$ cat config.mk
export PLATFORM = sky130hd
export DESIGN_NAME = mem_read_stage
export DESIGN_NICKNAME = d
export VERILOG_FILES = /design/src/design/mrs_pkg.sv /design/src/design/mrs_fifo.sv /design/src/design/mrs_issue.sv /design/src/design/mrs_retire.sv /design/src/design/mem_read_stage.sv
export SDC_FILE = /design/constraint.sdc
export NUM_CORES = 1
export LEC_CHECK = 0
export ABC_AREA = 1
export BUFFER_PORTS_ARGS = -buffer_cell sky130_fd_sc_hd__buf_4
export CAP_MARGIN = 40
export CORE_ASPECT_RATIO = 1.4
export CORE_MARGIN = 4
export CORE_UTILIZATION = 25
export DETAILED_ROUTE_END_ITERATION = 8
export GPL_TIMING_DRIVEN = 1
export PLACE_DENSITY = 0.4
export SYNTH_ARGS = -nofsm -noshare
export SYNTH_HDL_FRONTEND = slang
export SYNTH_SLANG_ARGS = --single-unit
$ cat constraint.sdc
create_clock -name clk_i -period 11.34 [get_ports clk_i]
set_input_delay 2.268 -clock clk_i [delete_from_list [all_inputs] [get_ports clk_i]]
set_output_delay 2.268 -clock clk_i [all_outputs]
set_load 0.1 [all_outputs]
$ cat src/design/mrs_pkg.sv
// Shared definitions for the memory read stage
// Field widths of a transaction
// Walk flag enum and the transaction struct
// State encodings of the grant and retire state machines

`default_nettype none

package mrs_pkg;

    ////////////////////////////////////////////////////////////
    // Widths
    ////////////////////////////////////////////////////////////

    localparam int unsigned MRS_ID_W   = 4;
    localparam int unsigned MRS_ADDR_W = 32;
    localparam int unsigned MRS_DATA_W = 32;

    // Whether a transaction needs a memory read
    typedef enum logic {
        MRS_WALK_SKIP = 1'b0,
        MRS_WALK_DO   = 1'b1
    } mrs_walk_e;

    // One transaction as it moves through the stage
    typedef struct packed {
        logic [MRS_ID_W-1:0]   id;
        mrs_walk_e             walk;
        logic [MRS_ADDR_W-1:0] addr;
        // Filled from the memory word on walking transactions
        logic [MRS_DATA_W-1:0] result;
    } mrs_txn_t;

    ////////////////////////////////////////////////////////////
    // State encodings
    ////////////////////////////////////////////////////////////

    typedef enum logic [1:0] {
        GNT_IDLE,
        GNT_WAIT_GRANT,
        GNT_WAIT_ROOM
    } mrs_grant_state_e;

    typedef enum logic {
        RET_PASS,
        RET_BUFFER
    } mrs_retire_state_e;

endpackage

`default_nettype wire

$ cat src/design/mrs_fifo.sv
// Synchronous FIFO of transactions
// Circular buffer with read and write pointers and a fill count
// Head entry is read from registered storage, no fall-through
// Overflow and underflow checks

`timescale 1ns/1ns
`default_nettype none

module mrs_fifo #(
    parameter int unsigned DEPTH = 4
) (
    input  logic                         clk_i,
    input  logic                         rst_ni,
    input  logic                         push_i,
    input  mrs_pkg::mrs_txn_t            data_i,
    input  logic                         pop_i,
    output mrs_pkg::mrs_txn_t            data_o,
    output logic                         full_o,
    output logic                         empty_o,
    output logic [$clog2(DEPTH+1)-1:0]   usage_o
);

    import mrs_pkg::*;

    localparam int PTR_W = (DEPTH > 1) ? $clog2(DEPTH) : 1;
    localparam int CNT_W = $clog2(DEPTH + 1);

    mrs_txn_t         mem_q [DEPTH];
    logic [PTR_W-1:0] rd_ptr_q;
    logic [PTR_W-1:0] wr_ptr_q;
    logic [CNT_W-1:0] cnt_q;
    logic             do_push;
    logic             do_pop;

    assign full_o  = (cnt_q == CNT_W'(DEPTH));
    assign empty_o = (cnt_q == '0);
    assign usage_o = cnt_q;
    // Head is visible the cycle after its push
    assign data_o  = mem_q[rd_ptr_q];

    assign do_push = push_i && !full_o;
    assign do_pop  = pop_i && !empty_o;

    // Pointers wrap at DEPTH so any depth works
    always_ff @(posedge clk_i) begin
        if (!rst_ni) begin
            rd_ptr_q <= '0;
            wr_ptr_q <= '0;
            cnt_q    <= '0;
        end else begin
            if (do_push) begin
                wr_ptr_q <= (wr_ptr_q == PTR_W'(DEPTH - 1)) ? '0 : wr_ptr_q + PTR_W'(1);
            end
            if (do_pop) begin
                rd_ptr_q <= (rd_ptr_q == PTR_W'(DEPTH - 1)) ? '0 : rd_ptr_q + PTR_W'(1);
            end
            if (do_push && !do_pop) begin
                cnt_q <= cnt_q + CNT_W'(1);
            end else if (do_pop && !do_push) begin
                cnt_q <= cnt_q - CNT_W'(1);
            end
        end
    end

    // Storage
    always_ff @(posedge clk_i) begin
        if (do_push) begin
            mem_q[wr_ptr_q] <= data_i;
        end
    end

    // The room rule upstream must keep every queue from overflowing
    assert property (@(posedge clk_i) disable iff (!rst_ni) !(push_i && full_o))
        else $error("push into a full FIFO");
    assert property (@(posedge clk_i) disable iff (!rst_ni) !(pop_i && empty_o))
        else $error("pop from an empty FIFO");

endmodule

`default_nettype wire

$ cat src/design/mrs_issue.sv
// Issue side of the memory read stage
// Input register for one transaction
// Grant state machine that requests memory reads
// Room rule over the grant queue and the output buffer

`timescale 1ns/1ns
`default_nettype none

module mrs_issue #(
    parameter int unsigned DEPTH = 4
) (
    input  logic                            clk_i,
    input  logic                            rst_ni,
    // Previous stage
    input  logic                            in_valid_i,
    input  mrs_pkg::mrs_txn_t               in_data_i,
    output logic                            in_ready_o,
    // Memory request side
    output logic                            mem_req_o,
    output logic [mrs_pkg::MRS_ADDR_W-1:0]  mem_addr_o,
    input  logic                            mem_gnt_i,
    // Queue fill levels
    input  logic [$clog2(DEPTH+1)-1:0]      grant_usage_i,
    input  logic [$clog2(DEPTH+1)-1:0]      out_usage_i,
    // Grant queue write side
    output logic                            push_o,
    output mrs_pkg::mrs_txn_t               push_data_o
);

    import mrs_pkg::*;

    localparam int CNT_W = $clog2(DEPTH + 1);
    localparam logic [CNT_W:0] DEPTH_C = (CNT_W + 1)'(DEPTH);

    mrs_grant_state_e state_q, state_d;
    mrs_txn_t         reg_data_q;
    logic             reg_valid_q, reg_valid_d;
    logic             ready_q, ready_d;
    logic             accept;
    logic             reg_walk;
    logic [CNT_W:0]   stage_usage;
    logic             room;
    logic             room_after_push;

    ////////////////////////////////////////////////////////////
    // Room rule
    ////////////////////////////////////////////////////////////

    // Entries held in the grant queue and the output buffer together
    assign stage_usage     = {1'b0, grant_usage_i} + {1'b0, out_usage_i};
    assign room            = stage_usage < DEPTH_C;
    // Counting the push of this cycle
    assign room_after_push = (stage_usage + (CNT_W + 1)'(1)) < DEPTH_C;

    assign accept      = in_valid_i && ready_q;
    assign reg_walk    = (reg_data_q.walk == MRS_WALK_DO);
    assign in_ready_o  = ready_q;
    assign mem_addr_o  = reg_data_q.addr;
    assign push_data_o = reg_data_q;

    ////////////////////////////////////////////////////////////
    // Grant state machine
    ////////////////////////////////////////////////////////////

    always_comb begin
        state_d   = state_q;
        mem_req_o = 1'b0;
        push_o    = 1'b0;
        case (state_q)
            GNT_IDLE: begin
                if (reg_valid_q && room) begin
                    if (reg_walk) begin
                        mem_req_o = 1'b1;
                        // Grant may already be high before the request
                        if (mem_gnt_i) begin
                            push_o = 1'b1;
                        end else begin
                            state_d = GNT_WAIT_GRANT;
                        end
                    end else begin
                        // Skip transactions go to the queue at once
                        push_o = 1'b1;
                    end
                end
            end
            GNT_WAIT_GRANT: begin
                mem_req_o = 1'b1;
                push_o    = mem_gnt_i;
            end
            GNT_WAIT_ROOM: begin
                // No request here, only wait for the queues to drain
                if (room) begin
                    state_d = GNT_IDLE;
                end
            end
            default: begin
                state_d = GNT_IDLE;
            end
        endcase
        // After a push stay closed while the stage is full
        if (push_o) begin
            state_d = room_after_push ? GNT_IDLE : GNT_WAIT_ROOM;
        end
    end

    // Register frees on push and fills on accept, never both
    always_comb begin
        reg_valid_d = reg_valid_q;
        if (accept) begin
            reg_valid_d = 1'b1;
        end else if (push_o) begin
            reg_valid_d = 1'b0;
        end
        ready_d = !reg_valid_d && (state_d == GNT_IDLE);
    end

    always_ff @(posedge clk_i) begin
        if (!rst_ni) begin
            state_q     <= GNT_IDLE;
            reg_valid_q <= 1'b0;
            ready_q     <= 1'b0;
        end else begin
            state_q     <= state_d;
            reg_valid_q <= reg_valid_d;
            ready_q     <= ready_d;
        end
    end

    // Input payload
    always_ff @(posedge clk_i) begin
        if (accept) begin
            reg_data_q <= in_data_i;
        end
    end

    // A pending request keeps its address until the memory grants it
    assert property (@(posedge clk_i) disable iff (!rst_ni)
        mem_req_o && !mem_gnt_i |=> mem_req_o && $stable(mem_addr_o))
        else $error("request address changed before grant");

endmodule

`default_nettype wire

$ cat src/design/mrs_retire.sv
// Retire side of the memory read stage
// Pairs grant queue heads with queued memory responses
// Passthrough and buffer state machine toward the next stage

`timescale 1ns/1ns
`default_nettype none

module mrs_retire #(
    parameter int unsigned DEPTH = 4
) (
    input  logic              clk_i,
    input  logic              rst_ni,
    // Grant queue read side
    input  mrs_pkg::mrs_txn_t grant_data_i,
    input  logic              grant_empty_i,
    output logic              grant_pop_o,
    // Response queue read side
    input  mrs_pkg::mrs_txn_t resp_data_i,
    input  logic              resp_empty_i,
    output logic              resp_pop_o,
    // Output buffer
    input  mrs_pkg::mrs_txn_t buf_data_i,
    input  logic              buf_empty_i,
    input  logic              buf_full_i,
    output logic              buf_push_o,
    output mrs_pkg::mrs_txn_t buf_push_data_o,
    output logic              buf_pop_o,
    // Next stage
    output logic              out_valid_o,
    output mrs_pkg::mrs_txn_t out_data_o,
    input  logic              out_ready_i
);

    import mrs_pkg::*;

    mrs_retire_state_e state_q, state_d;
    mrs_txn_t          retired;
    logic              head_walk;
    logic              head_ok;
    logic              take;

    ////////////////////////////////////////////////////////////
    // Head pairing
    ////////////////////////////////////////////////////////////

    assign head_walk = (grant_data_i.walk == MRS_WALK_DO);
    // Responses come in grant order so the response head belongs to this head
    assign head_ok   = !grant_empty_i && (!head_walk || !resp_empty_i);

    always_comb begin
        retired = grant_data_i;
        if (head_walk) begin
            retired.result = resp_data_i.result;
        end
    end

    assign grant_pop_o     = take;
    assign resp_pop_o      = take && head_walk;
    assign buf_push_data_o = retired;

    ////////////////////////////////////////////////////////////
    // Output state machine
    ////////////////////////////////////////////////////////////

    always_comb begin
        state_d     = state_q;
        take        = 1'b0;
        buf_push_o  = 1'b0;
        buf_pop_o   = 1'b0;
        out_valid_o = 1'b0;
        out_data_o  = retired;
        case (state_q)
            RET_PASS: begin
                // Buffer is empty here so the head goes straight out
                out_valid_o = head_ok;
                if (head_ok && out_ready_i) begin
                    take = 1'b1;
                end else if (head_ok && !buf_full_i) begin
                    take       = 1'b1;
                    buf_push_o = 1'b1;
                    state_d    = RET_BUFFER;
                end
            end
            RET_BUFFER: begin
                if (buf_empty_i) begin
                    state_d = RET_PASS;
                end else begin
                    // Oldest results leave from the buffer head
                    out_valid_o = 1'b1;
                    out_data_o  = buf_data_i;
                    buf_pop_o   = out_ready_i;
                    // Newer heads queue up behind them
                    if (head_ok && !buf_full_i) begin
                        take       = 1'b1;
                        buf_push_o = 1'b1;
                    end
                end
            end
            default: begin
                state_d = RET_PASS;
            end
        endcase
    end

    always_ff @(posedge clk_i) begin
        if (!rst_ni) begin
            state_q <= RET_PASS;
        end else begin
            state_q <= state_d;
        end
    end

    // An offered result stays on the port until the next stage takes it
    assert property (@(posedge clk_i) disable iff (!rst_ni)
        out_valid_o && !out_ready_i |=> out_valid_o && $stable(out_data_o))
        else $error("offered result dropped or changed");

endmodule

`default_nettype wire

$ cat src/design/mem_read_stage.sv
// Top level of the memory read stage
// Issue block and retire block
// Grant queue, response queue and output buffer

`timescale 1ns/1ns
`default_nettype none

module mem_read_stage #(
    parameter int unsigned DEPTH = 4
) (
    input  logic                            clk_i,
    input  logic                            rst_ni,
    // Previous stage
    input  logic                            in_valid_i,
    input  mrs_pkg::mrs_txn_t               in_data_i,
    output logic                            in_ready_o,
    // Next stage
    output logic                            out_valid_o,
    output mrs_pkg::mrs_txn_t               out_data_o,
    input  logic                            out_ready_i,
    // Memory read port
    output logic                            mem_req_o,
    output logic [mrs_pkg::MRS_ADDR_W-1:0]  mem_addr_o,
    input  logic                            mem_gnt_i,
    input  logic                            mem_rvalid_i,
    input  logic [mrs_pkg::MRS_DATA_W-1:0]  mem_rdata_i
);

    import mrs_pkg::*;

    localparam int CNT_W = $clog2(DEPTH + 1);

    // Grant queue
    logic             grant_push, grant_pop, grant_empty;
    mrs_txn_t         grant_push_data, grant_data;
    logic [CNT_W-1:0] grant_usage;
    // Response queue
    logic             resp_pop, resp_empty;
    mrs_txn_t         resp_push_data, resp_data;
    // Output buffer
    logic             buf_push, buf_pop, buf_empty, buf_full;
    mrs_txn_t         buf_push_data, buf_data;
    logic [CNT_W-1:0] buf_usage;

    // Only the result field travels through the response queue
    assign resp_push_data = '{id: '0, walk: MRS_WALK_SKIP, addr: '0, result: mem_rdata_i};

    mrs_issue #(.DEPTH(DEPTH)) issue_u (
        .clk_i(clk_i), .rst_ni(rst_ni),
        .in_valid_i(in_valid_i), .in_data_i(in_data_i), .in_ready_o(in_ready_o),
        .mem_req_o(mem_req_o), .mem_addr_o(mem_addr_o), .mem_gnt_i(mem_gnt_i),
        .grant_usage_i(grant_usage), .out_usage_i(buf_usage),
        .push_o(grant_push), .push_data_o(grant_push_data)
    );

    mrs_fifo #(.DEPTH(DEPTH)) grant_q (
        .clk_i(clk_i), .rst_ni(rst_ni),
        .push_i(grant_push), .data_i(grant_push_data),
        .pop_i(grant_pop), .data_o(grant_data),
        .full_o(), .empty_o(grant_empty), .usage_o(grant_usage)
    );

    // Each read answer is captured the cycle it arrives
    mrs_fifo #(.DEPTH(DEPTH)) resp_q (
        .clk_i(clk_i), .rst_ni(rst_ni),
        .push_i(mem_rvalid_i), .data_i(resp_push_data),
        .pop_i(resp_pop), .data_o(resp_data),
        .full_o(), .empty_o(resp_empty), .usage_o()
    );

    mrs_fifo #(.DEPTH(DEPTH)) out_q (
        .clk_i(clk_i), .rst_ni(rst_ni),
        .push_i(buf_push), .data_i(buf_push_data),
        .pop_i(buf_pop), .data_o(buf_data),
        .full_o(buf_full), .empty_o(buf_empty), .usage_o(buf_usage)
    );

    mrs_retire #(.DEPTH(DEPTH)) retire_u (
        .clk_i(clk_i), .rst_ni(rst_ni),
        .grant_data_i(grant_data), .grant_empty_i(grant_empty), .grant_pop_o(grant_pop),
        .resp_data_i(resp_data), .resp_empty_i(resp_empty), .resp_pop_o(resp_pop),
        .buf_data_i(buf_data), .buf_empty_i(buf_empty), .buf_full_i(buf_full),
        .buf_push_o(buf_push), .buf_push_data_o(buf_push_data), .buf_pop_o(buf_pop),
        .out_valid_o(out_valid_o), .out_data_o(out_data_o), .out_ready_i(out_ready_i)
    );

endmodule

`default_nettype wire

==> flow_metrics.tcl, run 1 <==
set metrics [dict create \
    status "completed" \
    crit_type "reg -> out" \
    cts_buffers 84 \
    fin_crit_sh 0.518 \
    yosysUniqueCellTypes 31 \
    nets 2647 \
    cp_slowest_cell "buf_4" \
    cpPeakStageDelay_ps 680 \
    finalWirelength_mm 88.1 \
    start_kind "flip-flop" \
    maxSlewViolCount 0 \
    grt_usage 0.136 \
    cts_buffer_depth 3 \
    hold_violations 0 \
    fillerInstances 12000 \
    core_mm2 0.121 \
    ctsResizeCount 0 \
    io_pins 211 \
    root_buffer "clkbuf_16" \
    cp_top_family "buffers and inverters" \
    grt_max_degree 111 \
    clock_skew_ps 25.3 \
    antenna_found_initial 7 \
    rsz0062_at_grt "false" \
    std_cell_rows 151 \
    intPower_mw 6.20 \
    arrival_ps 3610 \
    synth-adder-area-share 0.0112 \
    cpMostUsedCell "buf_4" \
    synthArstFlopShare 0 \
    clkLatencyLatePin_ps 660 \
    cts_tree "done" \
    syn_to_final_growth_pct 20.1 \
    p_comb_frac 0.387 \
    wl_per_cell_um 21.0 \
    postSynthCellCount 2341 \
    power_leakage_nw 12.4 \
    yosysMostFrequentCell "edfxtp_1" \
    syn_avg_cell_area_um2 13.0 \
    path_max_fanout 63 \
    drv_cap 0 \
    ant_nets 0 \
    netlist.area_leader.share 0.737 \
    powerDensity_mw_per_mm2 294 \
    synth_ff_type "edfxtp_1" \
    clock-sinks 781 \
    synth-xor-area-share 0.000861 \
    grt_pass1_vias 18900 \
    tns_ps 0 \
    io_buffers 210 \
    synth.yosys.seq_area_share 0.758 \
    drc 0 \
    synth_top_family_by_area "compound AO/OA/AOI/OAI gates" \
    hp-class "reg -> reg" \
    clk_pin_slew_worst_paths_ps 60 \
    slew_headroom 0.466 \
    max_freq_mhz 170 \
    start_util 0.252 \
    crit_required_ps 9070 \
    finalWorstSetupSlack_ps 5460 \
    p_clk_frac 0.247 \
    synthMuxAreaShare 0 \
    ys_ff_latch 781 \
    die_w_um 303 \
    syn_nets 2473 \
    swShare 0.425 \
    ys_warn_count 0 \
    yosysTopAreaCell "edfxtp_1" \
    finalSetupViolCount 0 \
    synth-edff-count 749 \
    ctsHtreeMaxLevel 3 \
    syn-cell-area_mm2 0.0305 \
    postCtsSetupBuffers 0 \
    dp_hpwl_mm 54.6 \
    gp_congestion 0.725 \
    crit_chain "buf_4 -> buf_4 -> o21ai_0 -> o22ai_1 -> nand2_1 -> nand2_1 -> buf_4" \
    first_iter_violations 1164 \
    place_ws_ps 5970 \
    grt_pass1_wl_mm 128 \
    synth_common_cells "edfxtp_1 (749), nor2_1 (602), o21ai_0 (371), nand2_1 (132), clkbuf_1 (69)" \
    switchingPower_mw 4.59 \
    fp.dieH_um 421 \
    peakVddDrop_mv 0.207 \
    grt.overflow.total 0 \
    yosys-top-cells-area "edfxtp_1 (74%), nor2_1 (7.4%), o21ai_0 (6.1%)" \
    path_buf_inv 3 \
    dieArea_mm2 0.128 \
    drive_above_1_share 0.162 \
    synth_compound_area_frac 0.100 \
    firstDrtPassIters 5 \
    pwr-share-seq 0.366 \
    cts_hold_buf 0 \
    viasPerCell 4.44 \
    cp-end-kind "primary output" \
    fin_crit_ps 5880 \
    vias 18600 \
    worst_pin_slew_ps 802 \
    synth-simple-area-share 0.0950 \
]
[worst paths after layout]
path                            slack [ps]                           end  cells past startpoint                            from
worst min register to register         490                     flip-flop                      2  out_q.rd_ptr_q[1]$_SDFFE_PN0P_
worst max-delay path                  5460                 out_data_o[5]                      7                       flip-flop
worst max register to register        7220  out_q.mem_q[2][29]$_DFFE_PP_                      9                       flip-flop
worst min-delay path                   490                     flip-flop                      2  out_q.rd_ptr_q[1]$_SDFFE_PN0P_
[stage by stage]
stage                     hold slack, ps  area, um^2  total power, mW  utilization  instances
after detailed placement             478       34000             8.28        0.281       4035
after floorplan                      458       30500             7.01            -       2341
final                                485       36600             10.8        0.303       4189
after global routing                 522       36600             11.4        0.303       4186
after global placement               464       33600             8.14        0.278       4020
after CTS                            494       36600             11.0        0.303       4186
[state kept, by name, indices dropped and copies added, names as in the netlist, 3 cells and up, named ones only]
signal	count
issue_u.push_data_o	36
resp_q.usage_o	3
out_q.usage_o	3
grant_q.mem_q	276
issue_u.mem_addr_o	32
grant_q.usage_o	3
resp_q.mem_q	128
out_q.mem_q	276
[power by group through the flow]
| stage | combinational, mW | sequential [mW] | clock [mW] |
|---|---|---|---|
| after floorplan | 3.03 | 3.98 | 0 |
| after global placement | 4.14 | 4.00 | 0 |
| after detailed placement | 4.26 | 4.01 | 0 |
| after CTS | 4.27 | 3.95 | 2.77 |
| after global routing | 4.51 | 3.98 | 2.88 |
| final | 4.17 | 3.95 | 2.67 |
[metal layers]
metal	GRT usage	share of wire	wire length [um]	up-vias
met2	0.235	0.50	43700	401
li1	-	-	-	8745
met4	0.0534	0.034	3020	2
met5	0	0.00015	13	-
met3	0.0229	0.042	3690	119
met1	0.170	0.43	37800	9314
[final cells by class]
class                   instances  area (um^2)  share of cell area
diodes                          3         7.51            0.000205
clock buffers                 106         2220              0.0605
clock inverters                45          420              0.0115
inverters                      60          243             0.00662
multi-input cells            1334         6430               0.176
flip-flops and latches        781        23100               0.632
well taps                    1606         2010              0.0548
repair buffers                254         2170              0.0592
[cell families after synthesis]
group           count (synthesis)
fa+ha+maj                      25
xor+xnor                        3
buf+inv                       226
simple gates                  758
compound gates                548
flops                         781
[worst min-delay path, cell delays in order (launching register included)]
cell and delay [ps]:
dfxtp_1 310, nand2_1 60, a21oi_1 60
[placed cells by master, fill, tap and decap left out, types with 2 or more instances in the layout]
cell type,netlist,routed
edfxtp_1,749,749
nor2_1,602,590
o21ai_0,371,371
buf_4,36,239
nand2_1,132,131
clkbuf_16,0,85
o22ai_1,68,68
inv_1,54,51
a31oi_1,45,45
dfxtp_1,32,26
o21ai_1,21,21
ha_1,21,21
clkinv_1,2,20
clkbuf_1,69,20
a31oi_2,18,18
a21oi_1,16,15
nand3_1,14,14
nor2_4,0,12
buf_16,0,10
clkinv_2,0,9
bufinv_16,0,7
inv_6,0,6
o221ai_1,6,6
buf_12,0,5
nand3_2,4,4
fa_1,4,4
dfxtp_4,0,4
clkinvlp_4,0,4
diode_2,0,3
inv_4,0,3
inv_2,4,3
nand4_1,3,3
xor2_1,3,3
dfxtp_2,0,2
(Power assumes the default switching activity.)
==> run 2, diff against run 1 <==
--- a/config.mk
+++ b/config.mk
@@ -5,7 +5,7 @@
 export SDC_FILE = /design/constraint.sdc
 export NUM_CORES = 1
 export LEC_CHECK = 0
-export ABC_AREA = 1
+export ABC_AREA = 0
 export BUFFER_PORTS_ARGS = -buffer_cell sky130_fd_sc_hd__buf_4
 export CAP_MARGIN = 40
 export CORE_ASPECT_RATIO = 1.4
==> constraint.sdc (replaced) <==
create_clock -name clk_i -period 5.55 [get_ports clk_i]
set_input_delay 1.11 -clock clk_i [delete_from_list [all_inputs] [get_ports clk_i]]
set_output_delay 1.11 -clock clk_i [all_outputs]
set_load 0.1 [all_outputs]
==> flow_metrics.tcl, run 2 <==
set metrics [dict create \
    gp_congestion 0.643 \
    nets 1818 \
    synth.yosys.seq_area_share 0.774 \
    grt.overflow.total 0 \
    ctsHtreeMaxLevel 3 \
    start_util 0.253 \
    powerDensity_mw_per_mm2 523 \
    cts_tree "done" \
    power_leakage_nw 11.8 \
    cpMostUsedCell "nor2_1" \
    ctsResizeCount 0 \
    cts_buffers 88 \
    vias 14000 \
    layout_common_cells "edfxtp_1 (749), buf_4 (234), mux4_2 (169)" \
    die_w_um 300 \
    clock_skew_ps 20.8 \
    clock-sinks 781 \
    p_clk_frac 0.295 \
    cp-end-kind "primary output" \
    maxSlewViolCount 0 \
    dieArea_mm2 0.125 \
    ys_ff_latch 781 \
    switchingPower_mw 6.69 \
    antenna_found_initial 6 \
    start_kind "flip-flop" \
    reg2reg_slack_ps 1850 \
    drv_cap 0 \
    fin_crit_ps 4720 \
    hp-class "reg -> reg" \
    finalWirelength_mm 76.9 \
    p_total_mw 18.9 \
    cpPeakStageDelay_ps 810 \
    io_pins 211 \
    swShare 0.353 \
    final_common_cell "edfxtp_1" \
    ant_nets 0 \
    pwr-share-seq 0.402 \
    viasPerCell 4.20 \
    hold_violations 0 \
    postSynthCellCount 1442 \
    netlist.area_leader.share 0.752 \
    path_max_fanout 36 \
    grt_pass1_vias 15600 \
    cts_buffer_depth 3 \
    crit_required_ps 4440 \
    first_iter_violations 787 \
    grt_usage 0.123 \
    synth_common_cells "edfxtp_1 (749), mux4_2 (170), nand2_1 (126), nor2_1 (105), clkbuf_1 (36)" \
    synth-edff-count 749 \
    std_cell_rows 149 \
    max_freq_mhz 212 \
    grt_pass1_wl_mm 111 \
    syn_nets 1574 \
    yosysUniqueCellTypes 42 \
    fin_crit_sh 0.850 \
    yosysMostFrequentCell "edfxtp_1" \
    slew_headroom 0.468 \
    grt_max_degree 48 \
    p_comb_frac 0.303 \
    cp_slowest_cell "dfxtp_4" \
    io_buffers 210 \
    ys_warn_count 0 \
    firstDrtPassIters 4 \
    rsz0062_at_grt "false" \
    drc 0 \
    syn_to_final_growth_pct 21.2 \
    arrival_ps 3610 \
    dp_hpwl_mm 47.0 \
    clkLatencyLatePin_ps 650 \
    synth_ff_type "edfxtp_1" \
    cts_hold_buf 0 \
    yosys-top-cells-area "edfxtp_1 (75%), mux4_2 (13%), dfxtp_1 (2.1%)" \
    root_buffer "clkbuf_16" \
    tns_ps 0 \
    crit_type "reg -> out" \
    fin_util 0.306 \
    yosysTopAreaCell "edfxtp_1" \
    crit_chain "mux4_4 -> buf_16 -> mux2_2 -> nor2_1 -> nor2_1 -> buf_4" \
    intPower_mw 12.2 \
    drive_above_1_share 0.337 \
    clk_pin_slew_worst_paths_ps 60 \
    reg_top3 "grant_q.mem_q x276, out_q.mem_q x276, resp_q.mem_q x128" \
    status "completed" \
    postCtsSetupBuffers 0 \
    syn_avg_cell_area_um2 20.7 \
    synthArstFlopShare 0 \
    worst_pin_slew_ps 797 \
    core_mm2 0.118 \
    finalSetupViolCount 0 \
    wl_per_cell_um 23.0 \
    syn-cell-area_mm2 0.0299 \
    fp.dieH_um 417 \
    peakVddDrop_mv 0.432 \
]
==> run 2: final cells by class <==
cell class | count | area (um^2)
flip-flops and latches | 781 | 23200
well taps | 1585 | 1980
repair buffers | 248 | 2080
multi-input cells | 557 | 6230
inverters | 10 | 37.5
clock buffers | 114 | 2340
clock inverters | 45 | 394
fillers | 11500 | 82200
diodes | 2 | 5.00
==> run 2: worst max-delay path, delay by kind of cell (launching register included) <==
kind | cells | cell delay, ps
DFF | 1 | 810
muxes | 2 | 1050
buffers and inverters | 2 | 660
and+or+nand+nor | 2 | 400
==> run 2: cell families after synthesis <==
group	synth area share
flops	0.774
simple gates	0.0398
mux	0.146
buf+inv	0.0193
compound gates	0.00724
fa+ha+maj	0.0115
xor+xnor	0.00205
==> run 2: layer usage <==
layer	track usage	up-vias	share of wire
met5	0	-	0
met4	0.0364	0	0.020
met3	0.0244	96	0.043
met2	0.227	291	0.54
met1	0.145	7432	0.40
li1	-	6205	-
==> run 2: worst paths after layout <==
kind                                  startpoint                              to  cells past startpoint
setup reg to reg   out_q.usage_o[0]$_SDFFE_PN0P_  grant_q.mem_q[3][28]$_DFFE_PP_                      9
hold reg to reg   out_q.rd_ptr_q[1]$_SDFFE_PN0P_                       flip-flop                      2
hold / removal    out_q.rd_ptr_q[1]$_SDFFE_PN0P_                       flip-flop                      2
setup / recovery                       flip-flop                   out_data_o[2]                      6
==> run 2: per-stage QoR <==
step	instance area, um^2	instances	hold WS (ps)	setup slack, ps
CTS	36200	3340	486	685
finish	36200	3342	475	834
floorplan	29900	1442	451	1520
detailed placement	33500	3181	478	1420
global route	36200	3340	512	690
global placement	33300	3173	452	1250
==> run 2: power groups by stage <==
| stage | sequential (mW) | combinational (mW) | clock, mW |
|---|---|---|---|
| finish | 7.62 | 5.74 | 5.58 |
| global route | 7.68 | 6.11 | 6.05 |
| CTS | 7.64 | 5.91 | 5.80 |
| detailed placement | 7.76 | 5.90 | 0 |
| global placement | 7.79 | 5.71 | 0 |
| floorplan | 7.62 | 4.37 | 0 |
